--- src/rtl/main_pkg.sv ---
// bus word types, device and acknowledge enums, main cpu memory map
package main_pkg;

    typedef logic [15:0] word_t;
    typedef logic [17:0] waddr_t;   // cpu a[18:1]
    typedef logic [2:0]  ipl_t;     // active low level

    // device reached by one bus cycle
    typedef enum logic [3:0] {
        dev_none, dev_rom, dev_ram, dev_disp, dev_pal,
        dev_cab_joy, dev_cab_sys, dev_cab_dip,
        dev_snd_latch, dev_vint_clr, dev_prisel, dev_sec_clr
    } dev_e;

    typedef enum logic [2:0] {
        dt_idle, dt_wait_ready, dt_wait_blank, dt_blank_count, dt_ack
    } dtack_state_e;

    // regions as word addresses (byte address >> 1)
    localparam waddr_t rom_base  = 18'h00000;  // 0x00000-0x5ffff
    localparam waddr_t rom_size  = 18'h30000;
    localparam waddr_t ram_base  = 18'h30000;  // system ram 0x60000-0x6ffff
    localparam waddr_t ram_size  = 18'h08000;
    localparam waddr_t disp_base = 18'h38000;  // display ram 0x70000-0x73fff
    localparam waddr_t disp_size = 18'h02000;
    localparam waddr_t pal_base  = 18'h3a000;  // palette 0x74000-0x747ff
    localparam waddr_t pal_size  = 18'h00400;

    localparam waddr_t cab_joy_addr   = 18'h3c000;  // 0x78000
    localparam waddr_t cab_sys_addr   = 18'h3c001;
    localparam waddr_t cab_dip_addr   = 18'h3c002;
    localparam waddr_t wr_snd_addr    = 18'h3d000;  // 0x7a000
    localparam waddr_t wr_vint_addr   = 18'h3d001;
    localparam waddr_t wr_prisel_addr = 18'h3d002;
    localparam waddr_t wr_sec_addr    = 18'h3d003;

endpackage
--- src/rtl/bus_sel_if.sv ---
// decoded bus cycle passed from the decode stage to data, acknowledge and control
interface bus_sel_if import main_pkg::*; ();

    dev_e  dev;         // device of the open cycle
    logic  rnw;
    word_t wdata;
    logic  sel_valid;   // level, high while the cycle is open
    logic  sel_start;   // first cycle of sel_valid only

    modport src  (output dev, output rnw, output wdata,
                  output sel_valid, output sel_start);

    modport data (input dev, input sel_valid);

    modport ack  (input dev, input sel_valid);

    modport ctrl (input dev, input rnw, input wdata, input sel_start);

endinterface

--- src/rtl/main_bus.sv ---
// main cpu bus glue top level, decode, data, acknowledge and control stages
module main_bus import main_pkg::*; #(
    parameter int disp_delay = 2
) (
    input  logic       clk,
    input  logic       rst,
    input  logic       as_n,
    input  logic       rnw,
    input  logic       uds_n,
    input  logic       lds_n,
    input  waddr_t     addr,
    input  word_t      cpu_dout,
    output word_t      cpu_din,
    output logic       dtack_n,
    output ipl_t       ipl_n,
    input  logic       lvbl,
    input  logic       lhbl,
    input  logic       nexirq_n,
    input  logic       sec2,
    output logic       rom_cs,
    input  word_t      rom_data,
    input  logic       rom_ok,
    output logic       ram_cs,
    input  word_t      ram_data,
    input  logic       ram_ok,
    output logic       pal_cs,
    input  word_t      pal_dout,
    input  logic [8:0] joystick1,
    input  logic [8:0] joystick2,
    input  logic [1:0] start_button,
    input  logic [1:0] coin_input,
    input  logic       service,
    input  logic [7:0] dipsw_a,
    input  logic [7:0] dipsw_b,
    output logic       snreq,
    output logic [7:0] snd_latch,
    output logic [2:0] prisel
);

    word_t joy_word, sys_word, dip_word;

    bus_sel_if i_sel ();

    addr_decoder i_addr_decoder (
        .clk      (clk),
        .rst      (rst),
        .as_n     (as_n),
        .rnw      (rnw),
        .uds_n    (uds_n),
        .lds_n    (lds_n),
        .addr     (addr),
        .cpu_dout (cpu_dout),
        .sel      (i_sel.src),
        .rom_cs   (rom_cs),
        .ram_cs   (ram_cs),
        .pal_cs   (pal_cs)
    );

    cab_inputs i_cab_inputs (
        .clk          (clk),
        .rst          (rst),
        .joystick1    (joystick1),
        .joystick2    (joystick2),
        .start_button (start_button),
        .coin_input   (coin_input),
        .service      (service),
        .lvbl         (lvbl),
        .dipsw_a      (dipsw_a),
        .dipsw_b      (dipsw_b),
        .joy_word     (joy_word),
        .sys_word     (sys_word),
        .dip_word     (dip_word)
    );

    read_mux i_read_mux (
        .clk      (clk),
        .rst      (rst),
        .sel      (i_sel.data),
        .rom_data (rom_data),
        .ram_data (ram_data),
        .pal_dout (pal_dout),
        .joy_word (joy_word),
        .sys_word (sys_word),
        .dip_word (dip_word),
        .cpu_din  (cpu_din)
    );

    dtack_gen #(.disp_delay(disp_delay)) i_dtack_gen (
        .clk     (clk),
        .rst     (rst),
        .sel     (i_sel.ack),
        .rom_ok  (rom_ok),
        .ram_ok  (ram_ok),
        .lvbl    (lvbl),
        .lhbl    (lhbl),
        .dtack_n (dtack_n)
    );

    sys_ctrl i_sys_ctrl (
        .clk       (clk),
        .rst       (rst),
        .sel       (i_sel.ctrl),
        .lvbl      (lvbl),
        .sec2      (sec2),
        .nexirq_n  (nexirq_n),
        .snreq     (snreq),
        .snd_latch (snd_latch),
        .prisel    (prisel),
        .ipl_n     (ipl_n)
    );

endmodule

--- src/rtl/sys_ctrl.sv ---
// write registers, sound latch, priority select and interrupt level encoder
module sys_ctrl import main_pkg::*; (
    input  logic       clk,
    input  logic       rst,
    bus_sel_if.ctrl    sel,
    input  logic       lvbl,
    input  logic       sec2,
    input  logic       nexirq_n,
    output logic       snreq,
    output logic [7:0] snd_latch,
    output logic [2:0] prisel,
    output ipl_t       ipl_n
);

    logic wr_start, lvbl_l, sec2_l, vint, secirq;

    assign wr_start = sel.sel_start & ~sel.rnw;   // once per write cycle

    always_ff @(posedge clk or posedge rst) begin
        if (rst) begin
            snreq     <= 1'b0;
            snd_latch <= 8'd0;
            prisel    <= 3'd0;
            vint      <= 1'b0;
            secirq    <= 1'b0;
            lvbl_l    <= 1'b0;
            sec2_l    <= 1'b1;
        end else begin
            snreq <= wr_start && (sel.dev == dev_snd_latch);
            if (wr_start && sel.dev == dev_snd_latch) snd_latch <= sel.wdata[7:0];
            if (wr_start && sel.dev == dev_prisel)    prisel    <= sel.wdata[2:0];

            lvbl_l <= lvbl;
            if (wr_start && sel.dev == dev_vint_clr)
                vint <= 1'b0;
            else if (lvbl_l && !lvbl)
                vint <= 1'b1;      // vertical blank start

            sec2_l <= sec2;
            if (wr_start && sel.dev == dev_sec_clr)
                secirq <= 1'b0;
            else if (sec2 && !sec2_l)
                secirq <= 1'b1;    // sub cpu request
        end
    end

    always_comb begin
        if (vint)
            ipl_n = ~3'd6;
        else if (secirq)
            ipl_n = ~3'd5;
        else if (!nexirq_n)
            ipl_n = ~3'd4;
        else
            ipl_n = 3'b111;
    end

endmodule

--- src/rtl/dtack_gen.sv ---
// acknowledge stage, rom/ram ready wait and display blank lock
module dtack_gen import main_pkg::*; #(
    parameter int disp_delay = 2   // 1 to 7
) (
    input  logic   clk,
    input  logic   rst,
    bus_sel_if.ack sel,
    input  logic   rom_ok,
    input  logic   ram_ok,
    input  logic   lvbl,
    input  logic   lhbl,
    output logic   dtack_n
);

    dtack_state_e state;
    logic [2:0]   cnt;        // cycles since blank start
    logic         blank, blank_l, ready;

    assign blank = ~lvbl | ~lhbl;

    always_comb begin
        case (sel.dev)
            dev_rom: ready = rom_ok;
            dev_ram: ready = ram_ok;
            default: ready = 1'b1;
        endcase
    end

    always_ff @(posedge clk or posedge rst) begin
        if (rst) begin
            state   <= dt_idle;
            cnt     <= 3'd0;
            blank_l <= 1'b1;   // no false blank edge out of reset
        end else begin
            blank_l <= blank;
            if (!sel.sel_valid) begin
                state <= dt_idle;
            end else begin
                case (state)
                    dt_idle:
                        state <= (sel.dev == dev_disp) ? dt_wait_blank : dt_wait_ready;
                    dt_wait_ready:
                        if (ready) state <= dt_ack;
                    dt_wait_blank:
                        if (blank && !blank_l) begin   // blank just started
                            state <= dt_blank_count;
                            cnt   <= 3'd1;
                        end
                    dt_blank_count:
                        if (cnt >= 3'(disp_delay)) begin
                            if (ram_ok) state <= dt_ack;
                        end else begin
                            cnt <= cnt + 3'd1;
                        end
                    dt_ack:
                        state <= dt_ack;   // held until as_n rises
                    default:
                        state <= dt_idle;
                endcase
            end
        end
    end

    // released together with sel_valid
    assign dtack_n = !((state == dt_ack) && sel.sel_valid);

endmodule

--- src/rtl/read_mux.sv ---
// data stage, read word registered from the selected source
module read_mux import main_pkg::*; (
    input  logic    clk,
    input  logic    rst,
    bus_sel_if.data sel,
    input  word_t   rom_data,
    input  word_t   ram_data,
    input  word_t   pal_dout,
    input  word_t   joy_word,
    input  word_t   sys_word,
    input  word_t   dip_word,
    output word_t   cpu_din
);

    logic  valid_l;
    word_t src;

    always_comb begin
        case (sel.dev)
            dev_rom:            src = rom_data;
            dev_ram, dev_disp:  src = ram_data;   // same sdram port
            dev_pal:            src = pal_dout;
            dev_cab_joy:        src = joy_word;
            dev_cab_sys:        src = sys_word;
            dev_cab_dip:        src = dip_word;
            default:            src = 16'hffff;   // open bus
        endcase
    end

    always_ff @(posedge clk or posedge rst) begin
        if (rst)
            valid_l <= 1'b0;
        else
            valid_l <= sel.sel_valid;
    end

    // load once per cycle, hold until as_n rises
    always_ff @(posedge clk) begin
        if (sel.sel_valid && !valid_l)
            cpu_din <= src;
    end

endmodule

--- src/rtl/cab_inputs.sv ---
// cabinet input formatting, joystick, system and dip switch words
module cab_inputs import main_pkg::*; (
    input  logic       clk,
    input  logic       rst,
    input  logic [8:0] joystick1,
    input  logic [8:0] joystick2,
    input  logic [1:0] start_button,
    input  logic [1:0] coin_input,
    input  logic       service,
    input  logic       lvbl,
    input  logic [7:0] dipsw_a,
    input  logic [7:0] dipsw_b,
    output word_t      joy_word,
    output word_t      sys_word,
    output word_t      dip_word
);

    logic [8:0] sort1, sort2;

    // board wires the four directions in reverse order
    function automatic logic [8:0] sort_joy(input logic [8:0] joy_in);
        return {joy_in[8:4], joy_in[0], joy_in[1], joy_in[2], joy_in[3]};
    endfunction

    assign sort1 = sort_joy(joystick1);
    assign sort2 = sort_joy(joystick2);

    always_ff @(posedge clk or posedge rst) begin
        if (rst) begin
            joy_word <= 16'hffff;   // nothing pressed
            sys_word <= 16'hffff;
            dip_word <= 16'hffff;
        end else begin
            joy_word <= {sort2[7:0], sort1[7:0]};
            sys_word <= {8'hff, ~lvbl, service, coin_input, start_button,
                         sort2[8], sort1[8]};
            dip_word <= {dipsw_b, dipsw_a};
        end
    end

endmodule

--- src/rtl/addr_decoder.sv ---
// address decode stage, registered device code, cycle start strobe and chip selects
module addr_decoder import main_pkg::*; (
    input  logic   clk,
    input  logic   rst,
    input  logic   as_n,
    input  logic   rnw,
    input  logic   uds_n,
    input  logic   lds_n,
    input  waddr_t addr,
    input  word_t  cpu_dout,
    bus_sel_if.src sel,
    output logic   rom_cs,
    output logic   ram_cs,
    output logic   pal_cs
);

    dev_e dev_nxt;

    function automatic logic in_rng(input waddr_t a, input waddr_t base, input waddr_t size);
        return (a >= base) && (a < base + size);
    endfunction

    always_comb begin
        dev_nxt = dev_none;
        if (uds_n && lds_n) begin
            dev_nxt = dev_none;   // no data strobe, nothing to select
        end else if (in_rng(addr, rom_base, rom_size)) begin
            dev_nxt = rnw ? dev_rom : dev_none;
        end else if (in_rng(addr, ram_base, ram_size)) begin
            dev_nxt = dev_ram;
        end else if (in_rng(addr, disp_base, disp_size)) begin
            dev_nxt = dev_disp;
        end else if (in_rng(addr, pal_base, pal_size)) begin
            dev_nxt = dev_pal;
        end else begin
            case (addr)
                cab_joy_addr:   dev_nxt = rnw ? dev_cab_joy : dev_none;
                cab_sys_addr:   dev_nxt = rnw ? dev_cab_sys : dev_none;
                cab_dip_addr:   dev_nxt = rnw ? dev_cab_dip : dev_none;
                wr_snd_addr:    dev_nxt = rnw ? dev_none : dev_snd_latch;
                wr_vint_addr:   dev_nxt = rnw ? dev_none : dev_vint_clr;
                wr_prisel_addr: dev_nxt = rnw ? dev_none : dev_prisel;
                wr_sec_addr:    dev_nxt = rnw ? dev_none : dev_sec_clr;
                default:        dev_nxt = dev_none;   // unmapped, still acked
            endcase
        end
    end

    always_ff @(posedge clk or posedge rst) begin
        if (rst) begin
            sel.dev       <= dev_none;
            sel.rnw       <= 1'b1;
            sel.sel_valid <= 1'b0;
            sel.sel_start <= 1'b0;
        end else begin
            sel.sel_valid <= ~as_n;
            sel.sel_start <= ~as_n & ~sel.sel_valid;   // rising edge of sel_valid
            if (!as_n && !sel.sel_valid) begin
                sel.dev <= dev_nxt;
                sel.rnw <= rnw;
            end
        end
    end

    // write data is only consumed on sel_start
    always_ff @(posedge clk) begin
        if (!as_n && !sel.sel_valid)
            sel.wdata <= cpu_dout;
    end

    assign rom_cs = sel.sel_valid && (sel.dev == dev_rom);
    assign ram_cs = sel.sel_valid && (sel.dev == dev_ram || sel.dev == dev_disp);
    assign pal_cs = sel.sel_valid && (sel.dev == dev_pal);

endmodule

--- config.mk ---
export PLATFORM = sky130hd
export DESIGN_NAME = main_bus
export DESIGN_NICKNAME = d
export VERILOG_FILES = /design/src/rtl/main_pkg.sv /design/src/rtl/bus_sel_if.sv /design/src/rtl/main_bus.sv /design/src/rtl/sys_ctrl.sv /design/src/rtl/dtack_gen.sv /design/src/rtl/read_mux.sv /design/src/rtl/cab_inputs.sv /design/src/rtl/addr_decoder.sv
export SDC_FILE = /design/constraint.sdc
export NUM_CORES = 1
export LEC_CHECK = 0
export BUFFER_PORTS_ARGS = -buffer_cell sky130_fd_sc_hd__buf_2
export CORE_UTILIZATION = 48
export CTS_CLUSTER_DIAMETER = 200
export DETAILED_ROUTE_END_ITERATION = 7
export HOLD_SLACK_MARGIN = 0.05
export PLACE_DENSITY = 0.8
export SYNTH_ARGS = -nofsm -noshare
export SYNTH_HDL_FRONTEND = slang
export SYNTH_SLANG_ARGS = --single-unit
--- constraint.sdc ---
create_clock -name clk -period 3 [get_ports clk]
set_input_delay 0.6 -clock clk [delete_from_list [all_inputs] [get_ports clk]]
set_output_delay 0.6 -clock clk [all_outputs]
set_load 0.01 [all_outputs]
==> results.md <==
- Status: complete, no violations
- Final Skew: about 0.017 ns
- Asr flop ratio synth: 0.747
- Area leader, netlist: dfstp_2
- H-tree levels: 3
- Crit path arrival time: between 1.5 and 2 ns
- Number of flops mapped to enable cells by yosys: 24
- Cell Count Post-Placement: about 600
- First-pass GRT wire length: 15.7 mm
- Power Density: about 520 mW/mm2
- CP Capture Type: output port
- Overflow after GRT: 0
- Actual slew at the worst max-slew pin: 0.892 ns
- Synth cell types: 54
- Post-route ant nets: 0
- Largest net degree at the start of global routing: 37
- Bufs on Longest Clock Path: 2
- Startpoint Class: flop
- Final Cycle Share: 0.851
- Synth Area in Simple Gates: 0.130
- Vias in the first global route: ~3300
- Max IR drop VDD: 0.288 mV
- Initial Utilization: 0.494
- Fin crit period: 2.55 ns
- Syn_area_per_cell: 12.2 um2
- Pleak: 2.32 nW
- Seq cells post-synth: 95
- Clock transition at path regs: around 0.1 ns
- Core footprint: 0.00822 mm2
- CP Data Required Time: 2.40 ns
- Pre-antenna DRT Iters: 4
- WHS: 0.314 ns
- Synth Flop Type: dfstp_2
- Port Buf Inserts: between 150 and 200
- Hold_buf cts: 0
- Setup CP Type: flop to output port
- Detailed Place HPWL: approximately 7.6 mm
- Per-cell routed wire length: 17.4 um
- # setup viols final: 0
- Post-CTS setup buffer count: 0
- Setup_tns: 0 ns
- CTS sink count: 95
- GP Congestion: 0.805
- Post-synthesis cell count: approximately 330
- Seq/Total Area, Yosys: 0.628
- Number of remaining DRC errors: 0
- Most frequent cell after synthesis: dfstp_2
- RSZ-0062 raised after global routing: no
- Total number of yosys warnings: 0
- Main combinational cell family by area after synthesis: compound AO/OA/AOI/OAI gates
- Slew margin rel.: 0.403
- Yosys top cell area share: 0.278
- Clock tree root buffer cell: clkbuf_8
- Tot GR Track Use: 0.237
- Final hold viol count: 0
- Post-synth top cells: dfstp_2, nand2_1, dfrtp_1
- CTS tree: done
- Diode count: 0
- Post-cts resize count: 0
- Fin. max-slew vios: 0
- Nets: roughly 630
- DR vias: approximately 3300
- Ranking of synthesized cells by area: dfstp_2, edfxtp_1, dfrtp_1
- Clk_lat worst skew: roughly 0.37 ns
- Die Y: about 94 um
- XOR/XNOR share of the synthesized area: 0.00216
- Util after Layout: 0.631
- Fin cells: ~600
- Die area: roughly 0.009 mm2
- CP max FO: 18
- Synth Area in Compound Gates: 0.164
- Area of the mapped netlist: just over 0.004 mm2
- Max Freq: ~390 MHz
- Multiplexer share of the synthesized area: 0.0443
- Initial antenna violation count: 0
- Initial DRC count: ~190
- Die width: between 90 and 100 um
- Adder-cell share of the synthesized area: 0.00308
- Fraction of layout cells with a size suffix above 1: 0.475
- Io pins: around 170
- MaxCap Viol Count: 0
- Worst hold path type: input pin to flop
- P&R area growth vs syn: 27.5%
- Syn nets: roughly 470
- Vias per inst: roughly 5.5
- CTS Buf Count: 9
- Overall routed net length: between 10 and 15 mm
- Std-Cell Rows: 33
metrics by stage:
stage	instance area, um2	total power, mW	worst slack (ns)
global route	5180	2.81	0.351
finish	5180	2.69	0.448
CTS	5180	2.71	0.425
floorplan	4060	1.67	0.675
global placement	4970	1.82	0.819
detailed placement	4970	1.84	0.814
cell usage in the layout (no fill, tap or decap), types with 4 or more instances in the layout:
cell type / count
a221oi_1: 10
inv_1: 8
inv_2: 5
edfxtp_1: 24
nor2_1: 10
clkbuf_8: 10
buf_4: 7
a21oi_1: 21
a22oi_1: 7
nor2b_1: 5
nor3b_1: 8
dfrtp_1: 28
a31oi_1: 4
o21ai_1: 9
a21boi_0: 4
nand2_1: 34
o211ai_1: 9
nor3_1: 4
o21ai_0: 12
dfstp_2: 43
buf_2: 159
and3_1: 4
o221ai_1: 4
mux2_1: 15
nand2b_1: 7
where the power goes:
group	leakage (nW)	internal [mW]	total [mW]	switching, mW
sequential	1.04	1.43	1.47	0.0437
clock	0.104	0.416	0.874	0.458
combinational	1.19	0.160	0.344	0.184
total	2.32	2.01	2.69	0.686
cell families after synthesis:
logic type,count (synthesis)
AOI/OAI and AO/OA,97
DFF,95
and+or+nand+nor,94
buffers and inverters,30
muxes,16
xor gates and xnor gates,1
adders and majority gates,1
worst max-delay path, cell delays in order, from the launching register on:
cell	delay, ns
dfrtp_1	0.59
nor2b_1	0.61
and3_1	0.26
buf_2	0.14
layer usage:
metal | track usage | vias up | share of wire
met5 | 0 | - | 0
met4 | 0.119 | 0 | 0.030
met3 | 0.0469 | 30 | 0.074
met2 | 0.400 | 186 | 0.49
met1 | 0.289 | 1576 | 0.40
li1 | - | 1553 | -
path summary, 6_finish.rpt:
path | start | end | slack, ns | cells past startpoint
worst max-delay path | i_addr_decoder.sel.dev[1] | rom_cs | 0.45 | 3
worst min-delay path | dipsw_b[0] | i_cab_inputs.dip_word[8] | 0.31 | 1
worst max register to register | i_addr_decoder.sel.dev[2] | i_read_mux.cpu_din[1] | 0.79 | 5
worst min register to register | i_addr_decoder.sel.wdata[7] | i_sys_ctrl.snd_latch[7] | 0.47 | 1
max in group asynchronous | rst | i_cab_inputs.joy_word[5] | 1.84 | 3
min in group asynchronous | rst | i_dtack_gen.state[2] | 0.35 | 2
flip-flops by register name, indices dropped and copies added, names as in the netlist:
register and flops:
i_addr_decoder.sel.dev 4, i_addr_decoder.sel.rnw 1, i_addr_decoder.sel.sel_start 1, i_addr_decoder.sel.sel_valid 1, i_addr_decoder.sel.wdata 8, i_cab_inputs.dip_word 16, i_cab_inputs.joy_word 16, i_cab_inputs.sys_word 8
i_dtack_gen.blank_l 1, i_dtack_gen.cnt 3, i_dtack_gen.state 3, i_read_mux.cpu_din 16, i_read_mux.valid_l 1, i_sys_ctrl.lvbl_l 1, i_sys_ctrl.prisel 3, i_sys_ctrl.sec2_l 1
i_sys_ctrl.secirq 1, i_sys_ctrl.snd_latch 8, i_sys_ctrl.snreq 1, i_sys_ctrl.vint 1
cell type report:
type	instances	area, um2
clock inverter	5	65.1
inverter	13	48.8
sequential	95	2550
tap	105	131
timing repair buffer	166	848
multi-input combinational	209	1400
fill	681	3040
clock buffer	11	141
No activity file was read; power rests on OpenSTA's default activity.
